### src/oddpipe_pkg.sv
package oddpipe_pkg;

    // 128-bit quadword, bit 0 is the most significant
    typedef logic [0:127] quad_t;

    // issued opcodes, nop is zero so an idle bus decodes to nothing
    typedef enum logic [7:0] {
        OP_NOP     = 8'h00,
        // shift left quadword
        OP_SHLQBI  = 8'h01,  // by bits, count in rb
        OP_SHLQBII = 8'h02,  // by bits, immediate
        OP_SHLQBY  = 8'h03,  // by bytes, count in rb
        OP_SHLQBYI = 8'h04,  // by bytes, immediate
        OP_SHLQBYB = 8'h05,  // by bytes from bit shift count
        // rotate quadword
        OP_ROTQBI  = 8'h06,
        OP_ROTQBII = 8'h07,
        OP_ROTQBY  = 8'h08,
        OP_ROTQBYI = 8'h09,
        OP_ROTQBYB = 8'h0A,
        // gather bits
        OP_GBB     = 8'h0B,
        OP_GBH     = 8'h0C,
        OP_GB      = 8'h0D,
        // branches
        OP_BR      = 8'h0E,
        OP_BRA     = 8'h0F,
        OP_BRSL    = 8'h10,
        OP_BRASL   = 8'h11,
        OP_BRZ     = 8'h12,
        OP_BRNZ    = 8'h13,
        OP_BRHZ    = 8'h14,
        OP_BRHNZ   = 8'h15
    } opcode_t;

    typedef enum logic [1:0] {
        UNIT_NONE   = 2'd0,
        UNIT_PERM   = 2'd1,
        UNIT_BRANCH = 2'd2
    } unit_t;

    typedef enum logic [2:0] {
        PERM_SHL_BITS    = 3'd0,
        PERM_SHL_BYTES   = 3'd1,
        PERM_ROT_BITS    = 3'd2,
        PERM_ROT_BYTES   = 3'd3,
        PERM_GATHER_BYTE = 3'd4,
        PERM_GATHER_HALF = 3'd5,
        PERM_GATHER_WORD = 3'd6
    } perm_mode_t;

    typedef enum logic [2:0] {
        BR_ALWAYS       = 3'd0,
        BR_SET_LINK     = 3'd1,
        BR_IF_ZERO_WORD = 3'd2,
        BR_IF_NZ_WORD   = 3'd3,
        BR_IF_ZERO_HALF = 3'd4,
        BR_IF_NZ_HALF   = 3'd5
    } branch_kind_t;

    // instruction as presented on the issue port
    typedef struct packed {
        logic        valid;
        opcode_t     opcode;
        quad_t       ra;
        quad_t       rb;
        logic [0:6]  rt;
        logic [0:6]  i7;
        logic [0:15] i16;
        logic [0:31] pc;
    } issue_t;

    // decoded operation seen by both units
    typedef struct packed {
        logic         valid;
        unit_t        unit;
        perm_mode_t   perm_mode;
        logic [4:0]   shift_count;
        branch_kind_t branch_kind;
        logic         absolute;
        logic [0:31]  disp;         // sign-extended i16, word offset
        quad_t        ra;
        quad_t        rb;
        logic [0:6]   rt;
        logic [0:31]  pc;
    } exec_t;

    // forwarding record, 143 bits
    typedef struct packed {
        logic [0:2] unit_id;
        quad_t      rt_value;
        logic       wr_en;
        logic [0:6] rt;
        logic [0:3] latency;
    } fw_entry_t;

    typedef struct packed {
        logic        taken;
        logic [0:31] target;
    } redirect_t;

    localparam logic [0:2] PERM_UNIT_ID   = 3'd5;
    localparam logic [0:3] PERM_LATENCY   = 4'd4;
    localparam logic [0:2] BRANCH_UNIT_ID = 3'd7;
    localparam logic [0:3] BRANCH_LATENCY = 4'd1;

endpackage

### src/oddpipe_branch.sv
`timescale 1ns/1ps

module oddpipe_branch #(
    parameter logic [0:31] LS_ADDR_MASK = 32'h0003_FFFF
) (
    input  oddpipe_pkg::exec_t     exec,
    output oddpipe_pkg::quad_t     branch_link,
    output oddpipe_pkg::redirect_t branch_redirect
);
    import oddpipe_pkg::*;

    logic [0:31] rb_word;
    logic [0:15] rb_half;
    logic [0:31] next_pc;
    logic [0:31] target;
    logic        conditional;
    logic        cond_met;

    // conditions look at the preferred slot of rb
    assign rb_word = exec.rb[0:31];
    assign rb_half = exec.rb[16:31];

    assign next_pc = (exec.pc + 32'd4) & LS_ADDR_MASK;
    assign target  = (exec.absolute ? exec.disp : exec.pc + exec.disp) & LS_ADDR_MASK;

    always_comb
    begin
        conditional = 1'b1;
        case (exec.branch_kind)
            BR_IF_ZERO_WORD: cond_met = (rb_word == '0);
            BR_IF_NZ_WORD:   cond_met = (rb_word != '0);
            BR_IF_ZERO_HALF: cond_met = (rb_half == '0);
            BR_IF_NZ_HALF:   cond_met = (rb_half != '0);
            default:
            begin
                conditional = 1'b0;
                cond_met    = 1'b1;
            end
        endcase
    end

    always_comb
    begin
        branch_redirect.taken = cond_met;
        if (!cond_met)
        begin
            // fall through to the next instruction
            branch_redirect.target = next_pc;
        end
        else if (conditional)
        begin
            branch_redirect.target = target & 32'hFFFF_FFFC;
        end
        else
        begin
            branch_redirect.target = target;
        end
    end

    // return address in word 0, only for the set-link forms
    assign branch_link = (exec.branch_kind == BR_SET_LINK) ? {next_pc, 96'd0} : '0;

endmodule

### src/oddpipe_forward.sv
`timescale 1ns/1ps

module oddpipe_forward #(
    parameter int unsigned FW_STAGES = 7
) (
    input  logic                                  clock,
    input  logic                                  reset,
    input  oddpipe_pkg::exec_t                    exec,
    input  oddpipe_pkg::quad_t                    perm_result,
    input  oddpipe_pkg::quad_t                    branch_link,
    input  oddpipe_pkg::redirect_t                branch_redirect,
    output oddpipe_pkg::fw_entry_t [1:FW_STAGES]  fw_stages,
    output oddpipe_pkg::redirect_t                redirect
);
    import oddpipe_pkg::*;

    fw_entry_t entry;
    logic      is_branch;

    assign is_branch = exec.valid && exec.unit == UNIT_BRANCH;

    // idle cycles and nops retire as an empty record
    always_comb
    begin
        entry = '0;
        if (exec.valid && exec.unit == UNIT_PERM)
        begin
            entry.unit_id  = PERM_UNIT_ID;
            entry.rt_value = perm_result;
            entry.wr_en    = 1'b1;
            entry.rt       = exec.rt;
            entry.latency  = PERM_LATENCY;
        end
        else if (is_branch)
        begin
            entry.unit_id  = BRANCH_UNIT_ID;
            entry.rt_value = branch_link;
            entry.wr_en    = (exec.branch_kind == BR_SET_LINK);
            entry.rt       = exec.rt;
            entry.latency  = BRANCH_LATENCY;
        end
    end

    always_ff @(posedge clock)
    begin
        if (reset)
        begin
            fw_stages <= '0;
            redirect  <= '0;
        end
        else
        begin
            fw_stages[1] <= entry;
            for (int k = 2; k <= FW_STAGES; k++)
            begin
                fw_stages[k] <= fw_stages[k - 1];
            end
            redirect <= is_branch ? branch_redirect : '0;
        end
    end

    // the record takes branch_link for every branch kind and must hold zero without a link
    a_link_only_set_link: assert property (@(posedge clock) disable iff (reset)
        is_branch && exec.branch_kind != BR_SET_LINK |-> branch_link == '0);

endmodule

### src/oddpipe_issue.sv
`timescale 1ns/1ps

module oddpipe_issue (
    input  logic                clock,
    input  logic                reset,
    input  oddpipe_pkg::issue_t issue,
    output oddpipe_pkg::exec_t  exec
);
    import oddpipe_pkg::*;

    exec_t dec;

    always_comb
    begin
        dec             = '0;
        dec.valid       = issue.valid;
        dec.ra          = issue.ra;
        dec.rb          = issue.rb;
        dec.rt          = issue.rt;
        dec.pc          = issue.pc;
        dec.disp        = {{14{issue.i16[0]}}, issue.i16, 2'b00};
        dec.unit        = UNIT_PERM;
        dec.perm_mode   = PERM_SHL_BITS;
        dec.branch_kind = BR_ALWAYS;

        // count field depends on the form of the instruction
        case (issue.opcode)
            OP_SHLQBI:  dec.shift_count = {2'b00, issue.rb[29:31]};
            OP_SHLQBII: dec.shift_count = {2'b00, issue.i7[4:6]};
            OP_SHLQBY:
            begin
                dec.perm_mode   = PERM_SHL_BYTES;
                dec.shift_count = issue.rb[27:31];
            end
            OP_SHLQBYI:
            begin
                dec.perm_mode   = PERM_SHL_BYTES;
                dec.shift_count = issue.i7[2:6];
            end
            OP_SHLQBYB:
            begin
                dec.perm_mode   = PERM_SHL_BYTES;
                dec.shift_count = issue.rb[24:28];
            end
            OP_ROTQBI:
            begin
                dec.perm_mode   = PERM_ROT_BITS;
                dec.shift_count = {2'b00, issue.rb[29:31]};
            end
            OP_ROTQBII:
            begin
                dec.perm_mode   = PERM_ROT_BITS;
                dec.shift_count = {2'b00, issue.i7[4:6]};
            end
            OP_ROTQBY:
            begin
                dec.perm_mode   = PERM_ROT_BYTES;
                dec.shift_count = {1'b0, issue.rb[28:31]};
            end
            OP_ROTQBYI:
            begin
                dec.perm_mode   = PERM_ROT_BYTES;
                dec.shift_count = {1'b0, issue.i7[3:6]};
            end
            OP_ROTQBYB:
            begin
                dec.perm_mode   = PERM_ROT_BYTES;
                dec.shift_count = issue.rb[24:28];
            end
            OP_GBB: dec.perm_mode = PERM_GATHER_BYTE;
            OP_GBH: dec.perm_mode = PERM_GATHER_HALF;
            OP_GB:  dec.perm_mode = PERM_GATHER_WORD;
            OP_BR:  dec.unit = UNIT_BRANCH;
            OP_BRA:
            begin
                dec.unit     = UNIT_BRANCH;
                dec.absolute = 1'b1;
            end
            OP_BRSL:
            begin
                dec.unit        = UNIT_BRANCH;
                dec.branch_kind = BR_SET_LINK;
            end
            OP_BRASL:
            begin
                dec.unit        = UNIT_BRANCH;
                dec.branch_kind = BR_SET_LINK;
                dec.absolute    = 1'b1;
            end
            OP_BRZ:
            begin
                dec.unit        = UNIT_BRANCH;
                dec.branch_kind = BR_IF_ZERO_WORD;
            end
            OP_BRNZ:
            begin
                dec.unit        = UNIT_BRANCH;
                dec.branch_kind = BR_IF_NZ_WORD;
            end
            OP_BRHZ:
            begin
                dec.unit        = UNIT_BRANCH;
                dec.branch_kind = BR_IF_ZERO_HALF;
            end
            OP_BRHNZ:
            begin
                dec.unit        = UNIT_BRANCH;
                dec.branch_kind = BR_IF_NZ_HALF;
            end
            default: dec.unit = UNIT_NONE;
        endcase
    end

    // only the valid bit is cleared, the operand payload just follows issue
    always_ff @(posedge clock)
    begin
        exec <= dec;
        if (reset)
        begin
            exec.valid <= 1'b0;
        end
    end

    // any real opcode must land in one of the two units a cycle later
    a_known_opcode: assert property (@(posedge clock) disable iff (reset)
        issue.valid && issue.opcode != OP_NOP |=> exec.valid && exec.unit != UNIT_NONE);

endmodule

### src/oddpipe_permute.sv
`timescale 1ns/1ps

module oddpipe_permute (
    input  oddpipe_pkg::exec_t exec,
    output oddpipe_pkg::quad_t perm_result
);
    import oddpipe_pkg::*;

    logic [2:0] bit_rot;
    logic [3:0] byte_rot;
    logic [6:0] byte_rot_bits;
    logic [7:0] byte_shl_bits;

    quad_t shl_bits;
    quad_t shl_bytes;
    quad_t rot_bits;
    quad_t rot_bytes;
    quad_t gather_byte;
    quad_t gather_half;
    quad_t gather_word;

    // rotates wrap, so only the low count bits matter
    assign bit_rot       = exec.shift_count[2:0];
    assign byte_rot      = exec.shift_count[3:0];
    assign byte_rot_bits = {byte_rot, 3'b000};
    assign byte_shl_bits = {exec.shift_count, 3'b000};

    // bit 0 is the msb, so moving toward bit 0 is a plain left shift
    assign shl_bits = exec.ra << exec.shift_count;

    // a byte count of 16 or more shifts past 128 bits and leaves zero
    assign shl_bytes = exec.ra << byte_shl_bits;

    // a zero count makes the right shift 128 wide, which yields zero
    assign rot_bits  = (exec.ra << bit_rot) | (exec.ra >> (8'd128 - bit_rot));
    assign rot_bytes = (exec.ra << byte_rot_bits)
                     | (exec.ra >> (8'd128 - byte_rot_bits));

    // gathers collect the lsb of each element into the low end of word 0
    always_comb
    begin
        gather_byte = '0;
        for (int j = 0; j < 16; j++)
        begin
            gather_byte[16 + j] = exec.ra[8 * j + 7];
        end
    end

    always_comb
    begin
        gather_half = '0;
        for (int j = 0; j < 8; j++)
        begin
            gather_half[24 + j] = exec.ra[16 * j + 15];
        end
    end

    always_comb
    begin
        gather_word = '0;
        for (int j = 0; j < 4; j++)
        begin
            gather_word[28 + j] = exec.ra[32 * j + 31];
        end
    end

    always_comb
    begin
        case (exec.perm_mode)
            PERM_SHL_BITS:    perm_result = shl_bits;
            PERM_SHL_BYTES:   perm_result = shl_bytes;
            PERM_ROT_BITS:    perm_result = rot_bits;
            PERM_ROT_BYTES:   perm_result = rot_bytes;
            PERM_GATHER_BYTE: perm_result = gather_byte;
            PERM_GATHER_HALF: perm_result = gather_half;
            PERM_GATHER_WORD: perm_result = gather_word;
            default:          perm_result = '0;
        endcase
    end

endmodule

### src/oddpipe_top.sv
`timescale 1ns/1ps

module oddpipe_top #(
    parameter logic [0:31] LS_ADDR_MASK = 32'h0003_FFFF,
    parameter int unsigned FW_STAGES    = 7
) (
    input  logic                                  clock,
    input  logic                                  reset,
    input  oddpipe_pkg::issue_t                   issue,
    output oddpipe_pkg::fw_entry_t [1:FW_STAGES]  fw_stages,
    output oddpipe_pkg::redirect_t                redirect
);
    import oddpipe_pkg::*;

    exec_t     exec;
    quad_t     perm_result;
    quad_t     branch_link;
    redirect_t branch_redirect;

    oddpipe_issue i_oddpipe_issue (
        .clock (clock),
        .reset (reset),
        .issue (issue),
        .exec  (exec)
    );

    // both units are combinational off the decoded operation
    oddpipe_permute i_oddpipe_permute (
        .exec        (exec),
        .perm_result (perm_result)
    );

    oddpipe_branch #(
        .LS_ADDR_MASK (LS_ADDR_MASK)
    ) i_oddpipe_branch (
        .exec            (exec),
        .branch_link     (branch_link),
        .branch_redirect (branch_redirect)
    );

    oddpipe_forward #(
        .FW_STAGES (FW_STAGES)
    ) i_oddpipe_forward (
        .clock           (clock),
        .reset           (reset),
        .exec            (exec),
        .perm_result     (perm_result),
        .branch_link     (branch_link),
        .branch_redirect (branch_redirect),
        .fw_stages       (fw_stages),
        .redirect        (redirect)
    );

endmodule

### config.mk
export PLATFORM = sky130hd
export DESIGN_NAME = oddpipe_top
export DESIGN_NICKNAME = d
export VERILOG_FILES = /design/src/oddpipe_pkg.sv /design/src/oddpipe_branch.sv /design/src/oddpipe_forward.sv /design/src/oddpipe_issue.sv /design/src/oddpipe_permute.sv /design/src/oddpipe_top.sv
export SDC_FILE = /design/constraint.sdc
export NUM_CORES = 2
export LEC_CHECK = 0
export BUFFER_PORTS_ARGS = -buffer_cell sky130_fd_sc_hd__buf_2
export CORE_AREA = 2 2 530 532
export CTS_CLUSTER_DIAMETER = 80
export DETAILED_ROUTE_END_ITERATION = 10
export DIE_AREA = 0 0 532 534
export PLACE_DENSITY = 0.38
export SLEW_MARGIN = 40
export SYNTH_ARGS = -nofsm -noshare
export SYNTH_HDL_FRONTEND = slang
export SYNTH_SLANG_ARGS = --single-unit
export TNS_END_PERCENT = 20
### constraint.sdc
create_clock -name clock -period 4.3 [get_ports clock]
set_input_delay 0.215 -clock clock [delete_from_list [all_inputs] [get_ports clock]]
set_output_delay 0.215 -clock clock [all_outputs]
set_load 0.03 [all_outputs]
==> summary.txt <==
Crit Reg-Reg Startpoint: i_oddpipe_issue.exec[217]$_DFF_P_
DRT iter0 DRCs: 9,630
Post-synthesis mux area share: 0.1059
Mean Syn Cell Area: 8.589 um^2
Syn Inst Count: 7,017
Clock root buffer: clkbuf_16
Remaining global-route overflow: 0
Synth Flop Type: dfxtp_1
CTS tree: yes
Clock Tree Buf Depth: 4
Yosys top cell area share: 0.4013
Net count reported at finish: 9,842
Pre-Repair DR Iteration Count: 7
FILL cells: 30,000
Area share of and/or/nand/nor cells after synthesis: 0.2342
First-pass GRT wire length: 743,900 um
IO buf count: 1,222
Critical Path Source: i_oddpipe_issue.exec[217]$_DFF_P_
Upper clock frequency limit: 0.2326 GHz
Number of synthesized flops with an enable pin: 0
Clock transition at path regs: 0.06 ns
FP Rows: 194
Routed WL: 592,800 um
Post-CTS Setup Inserts: 0
Asr flop ratio synth: 0
Cts repair resizes: 0
Synth Area in Compound Gates: 0.1929
Total negative slack: 0 ns
Period utilization: 0.9998
Final ANT Viol Nets: 0
Post-Synth Adder-Cell Area: 0.004069
Peak supply drop: 0.2919 mV
Io pins: 1,363
Area Overhead vs Synth: 47.85%
Detailed placer's ending HPWL: 495,200 um
Library cells used by synthesis: 105
Vias in the first global route: 67,520
Required time of the critical path: 5.01 ns
Tot Pwr: 30.63 mW
Initial core utilization: 0.2165
Slowest cell on the critical path: dfxtp_1
Hold Vio Cnt, Final: 0
Synth Warn #: 0
Delay-heaviest family, CP: multiplexers
Vias per cell: 5.353
Setup crit end kind: register
Worst Hold Class: in -> reg
Final setup viols: 0
Seq/Total Area, Yosys: 0.4013
Mapped Area: 60,270 um^2
Die Y: 534 um
Status: complete, no violations
Rel. slew slack: 0.3579
DR vias: 71,670
Worst Setup Start Kind: register
Top-count cell post-synth: dfxtp_1
Crit Path Max Fanout: 7
Pwr per Cell Area: 343.8 nW/um^2
GPL Wtd Cong: 1.030
RSZ-0062 raised after global routing: no
H-tree depth: 4
CP Class: reg -> reg
FF/Latch Area: 24,230 um^2
Total global-route track usage: 0.3995
Clock sinks: 1,208
WL/cell: 44.27 um
Setup Skew: 0.1012 ns
Placeable Area: 278,400 um^2
WP buf/inv: 2
Largest net degree at the start of global routing: 188
Top post-synthesis cells by area: dfxtp_1 (40%), nor2b_1 (9.2%), mux2i_1 (5.7%), o21ai_0 (4.3%), mux4_2 (3.7%)
Yosys reg bits: 1,208
Largest family of logic cells by synthesized area: simple AND/OR/NAND/NOR gates
Die X: 532 um
Multi-input gate area: 32,940 um^2
Hold wc startpoint: issue[188]
Die area: 284,100 um^2
Max Cap Violations: 0
Clk_lat worst skew: 0.90 ns
Num CTS Buffers: 149
Top cells by count, synth: dfxtp_1 (1,208), nor2b_1 (888), nand2_1 (562)
Leakage: 40.02 nW
Xor and xnor area share after synthesis: 0.003488
Initial antenna violation count: 114
Crit path largest cell delay: 0.91 ns
Cell taking the most area after synthesis: dfxtp_1
Most Frequent Cell on Critical Path: mux2i_1
CP Cell Sequence: mux2i_1, mux2i_1, buf_4, o221a_2, a21oi_1, mux2i_1, mux2i_1, nand2_1, o211ai_1, buf_4, a41oi_1
Tmin final: 4.299 ns
Drc violations: 0
Layout cells sized above 1: 0.3445
Final slew viol count: 0
Critical path arrival: 5.01 ns
Least-Margin Pin Slew: 0.9363 ns
Worst hold slack: 0.02810 ns
==> stage by stage <==
step / setup WS (ns) / std cells / util / instance area, um^2
global placement: 0.1980 / 12760 / 0.2905 / 80880
detailed placement: 0.2005 / 12760 / 0.2909 / 80990
finish: 0.001030 / 13390 / 0.3200 / 89100
global route: 0.1098 / 13340 / 0.3196 / 88970
CTS: 0.2008 / 13320 / 0.3192 / 88880
floorplan: 0.1273 / 7044 / - / 60370
==> final timing paths <==
path	depth (start not counted)	slack [ns]	end
setup / recovery	11	0.001	i_oddpipe_forward.fw_stages[986]$_SDFF_PP0_
hold / removal	2	0.03	i_oddpipe_issue.exec[165]$_DFF_P_
setup reg to reg	11	0.001	i_oddpipe_forward.fw_stages[986]$_SDFF_PP0_
hold reg to reg	1	0.43	i_oddpipe_forward.fw_stages[38]$_SDFF_PP0_
==> flip-flops by register name, indices dropped and copies added, names as in the netlist <==
signal / cells
i_oddpipe_forward.redirect: 19
i_oddpipe_issue.exec: 216
i_oddpipe_forward.fw_stages: 973
==> report_power, final <==
part	total, mW	leakage [nW]	internal [mW]	switching, mW
combinational	6.17	27.8	2.22	3.95
sequential	11.7	9.81	11.3	0.415
clock	12.7	2.37	7.27	5.47
total	30.6	40.0	20.8	9.83
==> timing repair <==
item,4_1_cts,5_1_grt
hold buffers,304,0
endpoints found under the hold margin,242,0
endpoints found under the setup margin,0,0
==> routing by layer <==
| layer | wire length (um) | GRT usage |
|---|---|---|
| met2 | 250300 | 0.5915 |
| met5 | 217 | 0 |
| met4 | 34380 | 0.2057 |
| met3 | 47190 | 0.08532 |
| met1 | 260700 | 0.5430 |
==> cell usage in the layout (no fill, tap or decap), types with 27 or more instances in the layout <==
master	instances
buf_4	1343
buf_2	1222
dfxtp_1	1177
nor2b_1	888
nand2_1	559
o21ai_0	503
nor2_1	485
mux2i_1	343
nand3_1	309
dlygate4sd3_1	304
a21oi_1	298
clkbuf_16	150
buf_12	138
nand2b_1	132
a31oi_1	127
mux4_2	98
o221ai_1	93
or2_2	91
a211oi_1	87
o211ai_1	84
o22ai_1	84
a22oi_1	83
nor3_1	75
diode_2	71
a221oi_1	69
mux2_2	56
and3_1	51
and2_1	43
a2111oi_0	37
o21ai_1	30
a311oi_1	28
conb_1	28
clkbuf_1	28
dfxtp_2	27
==> worst register-to-register path: cells and delay by family, from the launching register on <==
family | cells | cell delay (ns)
buf+inv | 2 | 0.42
flops | 1 | 0.91
mux | 4 | 1.83
simple gates | 1 | 0.15
compound gates | 4 | 0.89
==> layout make-up <==
type,instances,share of cell area
antenna,71,0.001994
clock buffer,201,0.04686
clock inverter,51,0.007611
inverter,29,0.001334
multi-input combinational,5092,0.3697
sequential,1208,0.2720
tap,3724,0.05229
timing repair buffer,3014,0.2482
==> kinds of logic after synthesis <==
kind of cell             after synthesis
XOR/XNOR                              24
other                                  1
multiplexers                         504
AND/OR/NAND/NOR                     2742
flip-flops                          1208
AO/OA/AOI/OAI                       1775
buffers and inverters                744
adder cells (fa/ha/maj)               19
No activity file was read; power rests on OpenSTA's default activity.
